===== config.mk =====
export PLATFORM = sky130hd
export DESIGN_NAME = huffman_top
export DESIGN_NICKNAME = d
export VERILOG_FILES = /design/src/verilog/huffman_pkg.sv /design/src/verilog/tree_node_pkg.sv /design/src/verilog/huffman_ifs.sv /design/src/verilog/symbol_counter.sv /design/src/verilog/node_sorter.sv /design/src/verilog/tree_builder.sv /design/src/verilog/code_table.sv /design/src/verilog/huffman_top.sv
export SDC_FILE = /design/constraint.sdc
export NUM_CORES = 1
export LEC_CHECK = 0
export ABC_AREA = 1
export BUFFER_PORTS_ARGS = -buffer_cell sky130_fd_sc_hd__buf_2
export CAP_MARGIN = 0
export CORE_MARGIN = 2
export CORE_UTILIZATION = 35
export DETAILED_ROUTE_END_ITERATION = 12
export PLACE_DENSITY_LB_ADDON = 0.25
export SETUP_SLACK_MARGIN = 0.1
export SLEW_MARGIN = 5
export SYNTH_ARGS = -nofsm -noshare
export SYNTH_HDL_FRONTEND = slang
export SYNTH_SLANG_ARGS = --single-unit

===== constraint.sdc =====
create_clock -name clk -period 10 [get_ports clk]
set_input_delay 1 -clock clk [delete_from_list [all_inputs] [get_ports clk]]
set_output_delay 1 -clock clk [all_outputs]
set_load 0.05 [all_outputs]

===== src/verilog/huffman_pkg.sv =====
`default_nettype none

package huffman_pkg;

  // ==============================
  // alphabet and port widths
  // ==============================
  localparam int NUM_SYMBOLS  = 6;
  localparam int SYM_W        = 8;
  localparam int CNT_W        = 8;
  localparam int CODE_W       = 8;

  // symbol k arrives as code FIRST_SYMBOL + k
  localparam int FIRST_SYMBOL = 1;

  // ==============================
  // shared types
  // ==============================
  // bit k set when symbol k is a member
  typedef logic [NUM_SYMBOLS-1:0] sym_set_t;

  typedef logic [NUM_SYMBOLS-1:0][CNT_W-1:0]  count_array_t;
  typedef logic [NUM_SYMBOLS-1:0][CODE_W-1:0] code_array_t;

endpackage

`default_nettype wire


===== src/verilog/tree_node_pkg.sv =====
`default_nettype none

package tree_node_pkg;

  import huffman_pkg::*;

  // ==============================
  // node sizing
  // ==============================
  // six 8-bit counts sum to at most 1530
  localparam int WEIGHT_W       = 11;
  localparam int NODE_ID_W      = 4;

  // leaves are ids 1..6, merged nodes 7..11
  localparam int FIRST_MERGE_ID = 7;
  localparam int NUM_MERGES     = 5;

  typedef struct packed {
    logic                 live;
    logic [WEIGHT_W-1:0]  weight;
    logic [NODE_ID_W-1:0] id;
    sym_set_t             members;
  } node_t;

  typedef node_t [NUM_SYMBOLS-1:0] node_array_t;

endpackage

`default_nettype wire


===== src/verilog/huffman_ifs.sv =====
`default_nettype none
`timescale 1ns/1ps

// ==============================
// builder <-> sorter
// ==============================
interface sort_if import tree_node_pkg::*; ();

  logic        start;
  node_array_t nodes_in;
  logic        done;
  node_array_t nodes_out;

  modport client (output start, output nodes_in, input done, input nodes_out);

  modport server (input start, input nodes_in, output done, output nodes_out);

endinterface

// ==============================
// builder -> code table
// ==============================
interface merge_if import huffman_pkg::*; ();

  logic     clear;
  logic     merge;
  // members that gain a 1 bit
  sym_set_t one_set;
  // members that gain a 0 bit
  sym_set_t zero_set;

  modport source (output clear, output merge, output one_set, output zero_set);

  modport sink (input clear, input merge, input one_set, input zero_set);

endinterface

`default_nettype wire


===== src/verilog/symbol_counter.sv =====
`default_nettype none
`timescale 1ns/1ps

module symbol_counter import huffman_pkg::*; (
  input  logic             clk,
  input  logic             reset,
  input  logic             gray_valid,
  input  logic [SYM_W-1:0] gray_data,
  output count_array_t     counts,
  output logic             counts_valid
);

  logic gray_valid_d;
  logic burst_start;
  logic burst_end;

  // edges of the valid strobe
  assign burst_start = gray_valid & ~gray_valid_d;
  assign burst_end   = ~gray_valid & gray_valid_d;

  always_ff @(posedge clk or posedge reset) begin
    if (reset) begin
      gray_valid_d <= 1'b0;
      counts_valid <= 1'b0;
    end else begin
      gray_valid_d <= gray_valid;
      counts_valid <= burst_end;
    end
  end

  // first sample of a burst restarts every count
  always_ff @(posedge clk or posedge reset) begin
    if (reset) begin
      counts <= '0;
    end else if (gray_valid) begin
      for (int k = 0; k < NUM_SYMBOLS; k++) begin
        if (gray_data == SYM_W'(FIRST_SYMBOL + k)) begin
          counts[k] <= burst_start ? CNT_W'(1) : counts[k] + 1'b1;
        end else if (burst_start) begin
          counts[k] <= '0;
        end
      end
    end
  end

endmodule

`default_nettype wire


===== src/verilog/node_sorter.sv =====
`default_nettype none
`timescale 1ns/1ps

module node_sorter import huffman_pkg::*, tree_node_pkg::*; (
  input logic   clk,
  input logic   reset,
  sort_if.server sort
);

  typedef logic [$clog2(NUM_SYMBOLS)-1:0] idx_t;

  typedef enum logic [2:0] {
    S_LOAD,
    S_PASS_INIT,
    S_COMPARE,
    S_SWAP,
    S_DONE
  } state_t;

  state_t      state;
  idx_t        i;
  idx_t        j;
  idx_t        min_idx;
  node_array_t work;

  // ascending weight, larger id first on a tie, dead nodes last
  function automatic logic sorts_before(input node_t a, input node_t b);
    if (a.live != b.live) begin
      return a.live;
    end
    if (a.weight != b.weight) begin
      return a.weight < b.weight;
    end
    return a.id > b.id;
  endfunction

  // ==============================
  // selection sort FSM
  // ==============================
  always_ff @(posedge clk or posedge reset) begin
    if (reset) begin
      state     <= S_LOAD;
      i         <= '0;
      j         <= '0;
      min_idx   <= '0;
      sort.done <= 1'b0;
    end else begin
      sort.done <= 1'b0;
      case (state)
        S_LOAD: begin
          if (sort.start) begin
            i     <= '0;
            state <= S_PASS_INIT;
          end
        end
        S_PASS_INIT: begin
          min_idx <= i;
          j       <= i + 1'b1;
          state   <= S_COMPARE;
        end
        S_COMPARE: begin
          // one pair per clock
          if (sorts_before(work[j], work[min_idx])) begin
            min_idx <= j;
          end
          if (j == idx_t'(NUM_SYMBOLS - 1)) begin
            state <= S_SWAP;
          end else begin
            j <= j + 1'b1;
          end
        end
        S_SWAP: begin
          if (i == idx_t'(NUM_SYMBOLS - 2)) begin
            state <= S_DONE;
          end else begin
            i     <= i + 1'b1;
            state <= S_PASS_INIT;
          end
        end
        S_DONE: begin
          sort.done <= 1'b1;
          state     <= S_LOAD;
        end
        default: state <= S_LOAD;
      endcase
    end
  end

  // working array and result
  always_ff @(posedge clk) begin
    if (state == S_LOAD && sort.start) begin
      work <= sort.nodes_in;
    end else if (state == S_SWAP) begin
      work[i]       <= work[min_idx];
      work[min_idx] <= work[i];
    end else if (state == S_DONE) begin
      sort.nodes_out <= work;
    end
  end

endmodule

`default_nettype wire


===== src/verilog/tree_builder.sv =====
`default_nettype none
`timescale 1ns/1ps

module tree_builder import huffman_pkg::*, tree_node_pkg::*; (
  input  logic         clk,
  input  logic         reset,
  input  count_array_t counts,
  input  logic         counts_valid,
  sort_if.client       sort,
  merge_if.source      merge_out,
  output logic         code_valid
);

  typedef enum logic [1:0] {
    B_IDLE,
    B_SORT,
    B_DONE
  } state_t;

  state_t                            state;
  logic [$clog2(NUM_MERGES)-1:0]     merge_cnt;
  node_array_t                       nodes;
  node_t                             merged;

  assign sort.nodes_in = nodes;

  // parent of the two lightest nodes
  always_comb begin
    merged.live    = 1'b1;
    merged.weight  = sort.nodes_out[0].weight + sort.nodes_out[1].weight;
    merged.id      = NODE_ID_W'(FIRST_MERGE_ID) + NODE_ID_W'(merge_cnt);
    merged.members = sort.nodes_out[0].members | sort.nodes_out[1].members;
  end

  // ==============================
  // round control
  // ==============================
  always_ff @(posedge clk or posedge reset) begin
    if (reset) begin
      state           <= B_IDLE;
      merge_cnt       <= '0;
      code_valid      <= 1'b0;
      sort.start      <= 1'b0;
      merge_out.clear <= 1'b0;
      merge_out.merge <= 1'b0;
    end else begin
      sort.start      <= 1'b0;
      merge_out.clear <= 1'b0;
      merge_out.merge <= 1'b0;
      case (state)
        B_IDLE: begin
          if (counts_valid) begin
            code_valid      <= 1'b0;
            merge_out.clear <= 1'b1;
            sort.start      <= 1'b1;
            merge_cnt       <= '0;
            state           <= B_SORT;
          end
        end
        B_SORT: begin
          if (sort.done) begin
            merge_out.merge <= 1'b1;
            merge_cnt       <= merge_cnt + 1'b1;
            if (merge_cnt == ($bits(merge_cnt))'(NUM_MERGES - 1)) begin
              state <= B_DONE;
            end else begin
              // next round sorts the freshly merged array
              sort.start <= 1'b1;
            end
          end
        end
        B_DONE: begin
          code_valid <= 1'b1;
          state      <= B_IDLE;
        end
        default: state <= B_IDLE;
      endcase
    end
  end

  // ==============================
  // node array and merge sets
  // ==============================
  always_ff @(posedge clk) begin
    if (state == B_IDLE && counts_valid) begin
      for (int k = 0; k < NUM_SYMBOLS; k++) begin
        nodes[k] <= '{live: 1'b1,
                      weight: WEIGHT_W'(counts[k]),
                      id: NODE_ID_W'(k + 1),
                      members: sym_set_t'(1) << k};
      end
    end else if (state == B_SORT && sort.done) begin
      nodes[0] <= merged;
      nodes[1] <= '0;
      for (int k = 2; k < NUM_SYMBOLS; k++) begin
        nodes[k] <= sort.nodes_out[k];
      end
      merge_out.one_set  <= sort.nodes_out[0].members;
      merge_out.zero_set <= sort.nodes_out[1].members;
    end
  end

endmodule

`default_nettype wire


===== src/verilog/code_table.sv =====
`default_nettype none
`timescale 1ns/1ps

module code_table import huffman_pkg::*; (
  input  logic        clk,
  input  logic        reset,
  merge_if.sink       merge_in,
  output code_array_t hc,
  output code_array_t mask
);

  // code length so far, per symbol
  logic [NUM_SYMBOLS-1:0][$clog2(CODE_W)-1:0] len;

  // each merge adds one bit above the ones already placed
  always_ff @(posedge clk or posedge reset) begin
    if (reset) begin
      hc   <= '0;
      mask <= '0;
      len  <= '0;
    end else if (merge_in.clear) begin
      hc   <= '0;
      mask <= '0;
      len  <= '0;
    end else if (merge_in.merge) begin
      for (int k = 0; k < NUM_SYMBOLS; k++) begin
        if (merge_in.one_set[k] || merge_in.zero_set[k]) begin
          hc[k][len[k]]   <= merge_in.one_set[k];
          mask[k][len[k]] <= 1'b1;
          len[k]          <= len[k] + 1'b1;
        end
      end
    end
  end

endmodule

`default_nettype wire


===== src/verilog/huffman_top.sv =====
`default_nettype none
`timescale 1ns/1ps

module huffman_top import huffman_pkg::*; (
  input  logic              clk,
  input  logic              reset,
  input  logic              gray_valid,
  input  logic [SYM_W-1:0]  gray_data,
  output logic              CNT_valid,
  output logic [CNT_W-1:0]  CNT1,
  output logic [CNT_W-1:0]  CNT2,
  output logic [CNT_W-1:0]  CNT3,
  output logic [CNT_W-1:0]  CNT4,
  output logic [CNT_W-1:0]  CNT5,
  output logic [CNT_W-1:0]  CNT6,
  output logic              code_valid,
  output logic [CODE_W-1:0] HC1,
  output logic [CODE_W-1:0] HC2,
  output logic [CODE_W-1:0] HC3,
  output logic [CODE_W-1:0] HC4,
  output logic [CODE_W-1:0] HC5,
  output logic [CODE_W-1:0] HC6,
  output logic [CODE_W-1:0] M1,
  output logic [CODE_W-1:0] M2,
  output logic [CODE_W-1:0] M3,
  output logic [CODE_W-1:0] M4,
  output logic [CODE_W-1:0] M5,
  output logic [CODE_W-1:0] M6
);

  count_array_t counts;
  logic         counts_valid;
  code_array_t  hc;
  code_array_t  mask;

  sort_if  u_sort_if ();
  merge_if u_merge_if ();

  symbol_counter u_counter (
    .clk          (clk),
    .reset        (reset),
    .gray_valid   (gray_valid),
    .gray_data    (gray_data),
    .counts       (counts),
    .counts_valid (counts_valid)
  );

  node_sorter u_sorter (
    .clk   (clk),
    .reset (reset),
    .sort  (u_sort_if.server)
  );

  tree_builder u_builder (
    .clk          (clk),
    .reset        (reset),
    .counts       (counts),
    .counts_valid (counts_valid),
    .sort         (u_sort_if.client),
    .merge_out    (u_merge_if.source),
    .code_valid   (code_valid)
  );

  code_table u_table (
    .clk      (clk),
    .reset    (reset),
    .merge_in (u_merge_if.sink),
    .hc       (hc),
    .mask     (mask)
  );

  // symbol 1 sits at index 0 of each array
  assign CNT_valid = counts_valid;
  assign CNT1 = counts[0];
  assign CNT2 = counts[1];
  assign CNT3 = counts[2];
  assign CNT4 = counts[3];
  assign CNT5 = counts[4];
  assign CNT6 = counts[5];
  assign HC1  = hc[0];
  assign HC2  = hc[1];
  assign HC3  = hc[2];
  assign HC4  = hc[3];
  assign HC5  = hc[4];
  assign HC6  = hc[5];
  assign M1   = mask[0];
  assign M2   = mask[1];
  assign M3   = mask[2];
  assign M4   = mask[3];
  assign M5   = mask[4];
  assign M6   = mask[5];

endmodule

`default_nettype wire


==> out/metrics.cfg, run 1 <==
[power]
leakage_nw=13.4
irDropWorstVdd_uv=136
clockPowerShare_pct=26.9
seqPwrFrac_pct=37.7
power_density_nw_per_um2=260
p_int_w=0.00484
switchingPower_w=0.00331
swShare_pct=40.6
comb_power_share_pct=35.4

[timing]
clock.fmax_mhz=267
finalSetupViolations=0
final_hold_viol_count=0
slew_viol_final=0
final.setup_skew_ns=0.0190
slew_headroom_pct=19.7
period_minus_slack_ns=3.74
tns_ns=0
tightest_slew_ns=1.20
rsz0062_at_grt=false
finalCritPeriodShare_pct=37.4

[final_layout]
layout_common_cells=nand2_1 (865), a21oi_1 (361), edfxtp_1 (314), inv_1 (312), nor2_1 (265)
drive_gt1_share_pct=11.9
fin_util_pct=39.8
final_cells=4354
final_common_cell=nand2_1
fill_cells=7925
layout.nets=3308
antenna_cells=0
syn2layout_area_growth_pct=13.1

[detailed_routing]
vias=22600
viasPerCell=5.18
first_pass_iters=6
post_drt_wl_per_cell_um=19.4
drt-initial-drc-count=2042
finalWirelength_mm=84.5
drc=0
antenna_left=0

[cts]
post-cts-setup-buffer-count=0
worstSkewPairLatency_ns=0.64
clkTransAtPathRegs_ns=0.06
cts_root_buf=clkbuf_16
ctsLongestPathBuffers=3
htreeDepth=2
cts_tree=built
cts_buffers=60
ctsHoldBuffers=0
cts_resized=0
clkSinkCount=570

[synth]
syn_area_per_cell_um2=8.81
synthArstFlopShare_pct=32.6
synth_top_area_share_pct=34.0
seq_area_frac_synth_pct=55.8
ys_types=61
synth_seq_cells=570
synthTopCellsByArea=edfxtp_1 (34%), dfrtp_1 (17%), nand2_1 (12%), a21oi_1 (6.5%), dfxtp_1 (5.1%)
syn_inst=3147
ys.warnings.count=0
synth-edff-count=314
netlist_area_um2=27700
synth_top_area_cell=edfxtp_1
synth.net_count=3203
ys.flop_type=edfxtp_1

[critical_path]
r2r_setup_slack_ns=6.26
start_kind=flip-flop
crit_type=reg -> reg
cp.arrival_ns=4.26
cp_max_fo=34
required_ns=10.52
end_kind=flip-flop

[place]
gp_congestion=0.927
io_buffers=156
dp_hpwl_mm=55.6
dpl.cell_count=4240

[global_route]
grt_max_degree=110
overflow=0
grt_pass1_vias=21400
antenna_found_initial=0
grt_pass1_wl_mm=130
grt_usage_pct=20.4

[floorplan]
start_util_pct=35.2
rows=103
core_area_um2=78700
die_area_um2=81500
top_level_ports=157
die_h_um=285
die_w_um=285

[run]
drv_cap=0

[run_status]
status=completed

[min_path]
hp-class=reg -> reg

==> registers in the layout, indices dropped and copies added, names as in the netlist, 6 cells and up <==
name	flops
u_builder.merge_out.one_set	6
u_table.mask	48
u_counter.counts	48
u_sorter.work	132
u_table.hc	48
u_builder.sort.nodes_in	118
u_builder.merge_out.zero_set	6
u_sorter.sort.nodes_out	122
u_table.len	18
==> power groups by stage <==
stage / clock network (W) / logic [W] / registers, W
5_1_grt: 0.00232 / 0.00317 / 0.00310
2_1_floorplan: 0 / 0.00180 / 0.00331
6_report: 0.00219 / 0.00288 / 0.00307
3_3_place_gp: 0 / 0.00280 / 0.00311
4_1_cts: 0.00224 / 0.00284 / 0.00307
3_5_place_dp: 0 / 0.00283 / 0.00311
==> per-stage QoR <==
stage	total power [W]	hold slack, ns	area (µm²)	setup slack [ns]
finish	0.00815	0.441	31400	6.26
global route	0.00859	0.456	31400	5.94
CTS	0.00815	0.442	31400	6.32
detailed placement	0.00594	0.432	29400	6.32
global placement	0.00591	0.424	29400	6.43
floorplan	0.00512	0.419	27700	0.514
==> layout make-up <==
type                            instances  area [µm²]  area share [%]
Tap cell                             1050        1310            4.19
Multi-Input combinational cell       2097       10400            33.1
Sequential cell                       570       15500            49.4
Timing Repair Buffer                  184         991            3.16
Clock inverter                         32         230           0.734
Inverter                              339        1290            4.11
Clock buffer                           82        1680            5.35
==> layer usage <==
layer | vias up | part of all wire, % | track usage (%)
li1 | 10700 | - | -
met1 | 10800 | 44 | 27.5
met2 | 851 | 46 | 32.5
met3 | 184 | 6.1 | 2.76
met4 | 0 | 4.7 | 9.66
met5 | - | 0 | 0
==> logic make-up after synthesis <==
family	after synthesis	synth area share, %
DFF	570	55.8
xor gates and xnor gates	8	0.253
AOI/OAI and AO/OA	714	14.4
buffers and inverters	480	7.13
adders and majority gates	45	2.06
and+or+nand+nor	1330	20.3
==> critical path, stage by stage (launching register included) <==
cell     delay, ns
dfrtp_1       0.50
inv_2         0.14
nand3_2       0.39
inv_2         0.86
a22oi_1       0.23
nand4_2       0.21
inv_1         0.07
ha_1          0.27
nand2_1       0.05
nor2_1        0.14
nand2_1       0.07
nor2_1        0.15
nor2_1        0.06
nand3_1       0.07
nand3_1       0.06
nand2_1       0.12
nand2_1       0.11
nand2_1       0.08
nand2_1       0.05
==> Yosys cell counts (all sizes together), types with 21 or more instances <==
cell type	n
a22oi	28
nand2	881
nand3	108
dfrtp	186
a21oi	378
o22ai	22
nor2	276
edfxtp	314
dfxtp	70
buf	76
o21ai	228
nand4	33
ha	44
clkbuf	65
nor3	21
inv	334
==> path summary, 6_finish.rpt <==
| kind | start | endpoint | cells after the start |
|---|---|---|---|
| worst min-delay path | u_sorter.sort.nodes_out[51] | u_builder.sort.nodes_in[51] | 2 |
| min in group asynchronous | reset | u_builder.merge_cnt[0] | 2 |
| worst max register to register | u_sorter.min_idx[2] | u_sorter.min_idx[1] | 18 |
| worst min register to register | u_sorter.sort.nodes_out[51] | u_builder.sort.nodes_in[51] | 2 |
| worst max-delay path | u_sorter.min_idx[2] | u_sorter.min_idx[1] | 18 |
| max in group asynchronous | reset | u_builder.merge_out.clear | 3 |
Note: power is estimated with default switching activity, not from simulation.
==> run 2: changes to the inputs <==
--- a/config.mk
+++ b/config.mk
@@ -5,7 +5,7 @@
 export SDC_FILE = /design/constraint.sdc
 export NUM_CORES = 1
 export LEC_CHECK = 0
-export ABC_AREA = 1
+export ABC_AREA = 0
 export BUFFER_PORTS_ARGS = -buffer_cell sky130_fd_sc_hd__buf_2
 export CAP_MARGIN = 0
 export CORE_MARGIN = 2
==> constraint.sdc (replaced) <==
create_clock -name clk -period 3.73 [get_ports clk]
set_input_delay 0.373 -clock clk [delete_from_list [all_inputs] [get_ports clk]]
set_output_delay 0.373 -clock clk [all_outputs]
set_load 0.05 [all_outputs]
==> out/metrics.cfg, run 2 <==
[run_status]
status=completed

[final_layout]
final_cells=3626
regMostFlops=u_sorter.work
syn2layout_area_growth_pct=16.2
drive_gt1_share_pct=14.9
fin_util_pct=41.0
largest_reg_flops=132
layout_common_cells=nor2_1 (406), edfxtp_1 (314), nand2_1 (275), dfrtp_1 (182), a21oi_1 (158)
final_area_um2=30400
layout.nets=2662
final_common_cell=nor2_1

[floorplan]
top_level_ports=157
rows=100
die_h_um=277
start_util_pct=35.2
die_area_um2=76900
core_area_um2=74200
die_w_um=277

[cts]
post-cts-setup-buffer-count=0
cts_root_buf=clkbuf_16
worstSkewPairLatency_ns=0.63
ctsLongestPathBuffers=3
cts_buffers=60
clkTransAtPathRegs_ns=0.06
clkSinkCount=570
htreeDepth=2
cts_tree=built

[global_route]
overflow=0
grt_pass1_vias=19900
grt_max_degree=110
grt_pass1_wl_mm=124
antenna_found_initial=1
grt_usage_pct=20.5

[detailed_routing]
drc=0
drt-initial-drc-count=2221
post_drt_wl_per_cell_um=22.2
viasPerCell=5.74
antenna_left=0
finalWirelength_mm=80.6
vias=20800
first_pass_iters=7

[critical_path]
crit_path_end=u_sorter.min_idx[1]
reg2reg_from=u_sorter.j[0]
rr_worst_depth=10
start_kind=flip-flop
r2r_setup_slack_ns=0.26
cp-startpoint=u_sorter.j[0]
required_ns=4.23
cp.arrival_ns=3.97
rr_endpoint=u_sorter.min_idx[1]
cp_max_fo=12
end_kind=flip-flop
crit_type=reg -> reg

[synth]
yosysMostFrequentCell=nor2_1
syn_inst=2458
synth_top_area_cell=edfxtp_1
synthArstFlopShare_pct=32.6
ys.flop_type=edfxtp_1
synthMuxAreaShare_pct=2.77
seq_area_frac_synth_pct=59.2
synth_fa_ha_area_share_pct=2.18
ys_types=59
synthXorXnorAreaFrac_pct=1.57
netlist_area_um2=26100
synth_top_area_share_pct=36.1
ys.warnings.count=0
ys_top_cells_by_count=nor2_1 (408), edfxtp_1 (314), nand2_1 (275)
synth_top_family_by_area=simple AND/OR/NAND/NOR gates
synthTopCellsByArea=edfxtp_1 (36%), dfrtp_1 (18%), nor2_1 (5.9%), dfxtp_1 (5.4%), a221oi_1 (4.1%)
synth_seq_cells=570
synth_compound_area_share_pct=15.2
synth.net_count=2514
synth-simple-area-share_pct=15.9
syn_area_per_cell_um2=10.6
synth-edff-count=314

[power]
seqPwrFrac_pct=37.8
p_int_w=0.0132
power_density_nw_per_um2=692
comb_power_share_pct=33.7
switchingPower_w=0.00781
irDropWorstVdd_uv=449
swShare_pct=37.2
clockPowerShare_pct=28.5
leakage_nw=12.4

[timing]
tns_ns=0
period_minus_slack_ns=3.47
final.setup_skew_ns=0.0271
slew_headroom_pct=21.4
tightest_slew_ns=1.18
finalWorstSetupSlack_ns=0.259
finalCritPeriodShare_pct=93.1
final_hold_viol_count=0
clock.fmax_mhz=288
finalSetupViolations=0
slew_viol_final=0
rsz0062_at_grt=false

[place]
placed_area_um2=28400
dp_hpwl_mm=53.3
gp_congestion=0.915
dpl_worst_slack_ns=0.104
dpl.cell_count=3511
io_buffers=156

[min_path]
hp-class=in -> reg
min-delay-start=gray_valid
hold_depth=2

[run]
drv_cap=0

[run 2: per-stage QoR]
stage | hold WS [ns] | power [W]
CTS | 0.116 | 0.0210
finish | 0.152 | 0.0210
floorplan | 0.404 | 0.0125
global route | 0.145 | 0.0221
detailed placement | 0.422 | 0.0150
global placement | 0.406 | 0.0148
[run 2: final cells by class]
class	count	area [µm²]
repair buffers	249	1590
flip-flops and latches	570	15500
multi-input cells	1674	9940
clock inverters	29	317
well taps	969	1210
diodes	1	2.50
fillers	7108	43800
clock buffers	83	1630
inverters	51	198
[run 2: cells by family (layout without fill, tap and decap cells)]
| kind of cell | count (synthesis) | count (layout) |
|---|---|---|
| other | 0 | 1 |
| and+or+nand+nor | 955 | 956 |
| xor gates and xnor gates | 47 | 47 |
| muxes | 52 | 52 |
| buffers and inverters | 215 | 412 |
| AOI/OAI and AO/OA | 574 | 574 |
| adders and majority gates | 45 | 45 |
| DFF | 570 | 570 |
[run 2: critical path, stage by stage (launching register included)]
cell	delay [ns]
dfrtp_2	0.56
buf_4	0.32
mux4_2	0.54
nand2_1	0.08
o21ai_0	0.09
ha_1	0.35
nand4_1	0.16
a2111oi_0	0.46
a221oi_1	0.13
o31a_1	0.35
a221o_1	0.31
[run 2: metal layers]
metal  GRT usage (%)  wire [µm]  up-vias
met5               0          0        -
met4            6.54       2270        0
met3            3.62       6360      170
met2            32.0      36300      951
met1            29.1      35700    10300
li1                -          -     9357
[run 2: how the worst min path moves through the flow]
stage / end / slack [ns]
finish: u_counter.gray_valid_d / 0.15
global route: u_counter.gray_valid_d / 0.15
CTS: u_counter.gray_valid_d / 0.12
detailed placement: u_table.len[3] / 0.42
global placement: u_table.len[3] / 0.41
floorplan: u_counter.gray_valid_d / 0.40
[run 2: what timing repair did]
item / in CTS / in global routing
hold buffers: 1 / 0
endpoints found under the setup margin: 0 / 3
gates resized for setup: 0 / 6
endpoints found under the hold margin: 13 / 0
[run 2: power by group through the flow]
stage	combinational, W	sequential [W]	clock (W)
floorplan	0.00420	0.00831	0
global placement	0.00683	0.00801	0
detailed placement	0.00694	0.00804	0
CTS	0.00696	0.00791	0.00611
global route	0.00771	0.00800	0.00636
finish	0.00709	0.00794	0.00598
==> run 3: changes to the inputs <==
--- a/config.mk
+++ b/config.mk
@@ -9,7 +9,7 @@
 export BUFFER_PORTS_ARGS = -buffer_cell sky130_fd_sc_hd__buf_2
 export CAP_MARGIN = 0
 export CORE_MARGIN = 2
-export CORE_UTILIZATION = 35
+export CORE_UTILIZATION = 42
 export DETAILED_ROUTE_END_ITERATION = 12
 export PLACE_DENSITY_LB_ADDON = 0.25
 export SETUP_SLACK_MARGIN = 0.1
==> out/metrics.cfg, run 3 (synthesis results as in run 2) <==
[timing]
finalCritPeriodShare_pct=94.9
finalWorstSetupSlack_ns=0.191
clock.fmax_mhz=283
slew_viol_final=0
period_minus_slack_ns=3.54
final_hold_viol_count=0
tns_ns=0
rsz0062_at_grt=false
final.setup_skew_ns=0.0572
tightest_slew_ns=1.11
slew_headroom_pct=26.0
finalSetupViolations=0

[global_route]
overflow=0
grt_util_met3_pct=4.17
grt_pass1_wl_mm=121
met2_usage_pct=37.8
top_usage_layer=met2
antenna_found_initial=0
grt_max_degree=93
grt_usage_pct=24.2
grt_pass1_vias=20200
use_met1_pct=34.5

[detailed_routing]
antenna_left=0
vias=20900
drt-initial-drc-count=2378
post_drt_wl_per_cell_um=22.4
viasPerCell=5.97
drc=0
finalWirelength_mm=78.3
first_pass_iters=6

[cts]
htreeDepth=2
clkSinkCount=570
cts_tree=built
cts_root_buf=clkbuf_16
clkTransAtPathRegs_ns=0.06
ctsLongestPathBuffers=3
cts_buffers=59
worstSkewPairLatency_ns=0.65

[floorplan]
core_area_um2=61600
top_level_ports=157
rows=91
start_util_pct=42.4
die_area_um2=64300
die_h_um=254
die_w_um=254

[final_layout]
drive_gt1_share_pct=15.1
fill_cells=5516
syn2layout_area_growth_pct=15.8
regMostFlops=u_sorter.work
largest_reg_flops=132
layout_common_cells=nor2_1 (406), edfxtp_1 (314), nand2_1 (275), dfrtp_1 (184), a21oi_1 (158)
final_common_cell=nor2_1
antenna_cells=0
layout.nets=2667

[critical_path]
path_cells=and3b_4 > buf_4 > a22oi_1 > nand3_1 > inv_1 > ha_1 > nand4_1 > nor2_1 > a21oi_1 > a221oi_1 > nor3_1 > a221o_1
start_kind=flip-flop
cp.arrival_ns=4.02
slowest_delay_ns=0.61
r2r_setup_slack_ns=0.19
slowest_stage=and3b_4
cp_max_fo=16
required_ns=4.21
crit_type=reg -> reg
end_kind=flip-flop

[power]
leakage_nw=12.5
power_density_nw_per_um2=693
irDropWorstVdd_uv=380

[place]
gp_congestion=0.914
io_buffers=156
dpl_worst_slack_ns=0.143
dp_hpwl_mm=52.9

[min_path]
hp-class=in -> reg

[run_status]
status=completed

[run]
drv_cap=0

-- run 3: per-layer routing --
layer | share of wire (%) | wire, µm
met1 | 44 | 34100
met2 | 45 | 35300
met5 | 0 | 0
met3 | 8.6 | 6710
met4 | 2.7 | 2100
-- run 3: cell type report --
class / count / area, µm² / share of cell area, %
tap: 837 / 1050 / 3.46
sequential: 570 / 15500 / 51.2
multi-input combinational: 1673 / 9910 / 32.7
inverter: 51 / 198 / 0.653
timing repair buffer: 256 / 1680 / 5.56
clock inverter: 23 / 220 / 0.728
clock buffer: 86 / 1720 / 5.68
-- run 3: path summary, 6_finish.rpt --
kind                       depth (start not counted)                         start                           end
setup reg to reg                                  12           u_sorter.min_idx[1]           u_sorter.min_idx[2]
hold reg to reg                                    2  u_sorter.sort.nodes_out[131]  u_builder.sort.nodes_in[131]
max in group asynchronous                          4                         reset                 u_sorter.j[0]
hold / removal                                     1                    gray_valid        u_counter.gray_valid_d
setup / recovery                                  12           u_sorter.min_idx[1]           u_sorter.min_idx[2]
min in group asynchronous                          3                         reset              u_table.mask[13]
-- run 3: what timing repair did --
item                                   4_1_cts  5_1_grt
setup buffers                                0        2
gates resized for setup                      0        1
hold buffers                                 1        0
setup endpoints to repair                    0        3
endpoints found under the hold margin       29        0
-- run 3: worst max-delay path: cells and delay by family (launching register included) --
family | cells | cell delay, ns
adders and majority gates | 1 | 0.32
DFF | 1 | 0.53
AOI/OAI and AO/OA | 4 | 1.04
and+or+nand+nor | 5 | 1.21
buffers and inverters | 2 | 0.30
-- run 3: through the flow --
step	instances	hold WS [ns]	cell area [µm²]	util, %	power, W
floorplan	2458	0.404	26200	-	0.0125
global placement	3384	0.432	28300	45.9	0.0149
detailed placement	3384	0.435	28300	45.9	0.0150
CTS	3494	0.103	30200	49.1	0.0209
global route	3496	0.144	30300	49.1	0.0220
finish	3496	0.148	30300	49.1	0.0210
-- run 3: power by group --
| part | leakage (nW) | switching (W) | internal, W |
|---|---|---|---|
| logic | 5.54 | 0.00471 | 0.00247 |
| registers | 5.98 | 0.000558 | 0.00738 |
| clock network | 0.965 | 0.00252 | 0.00334 |
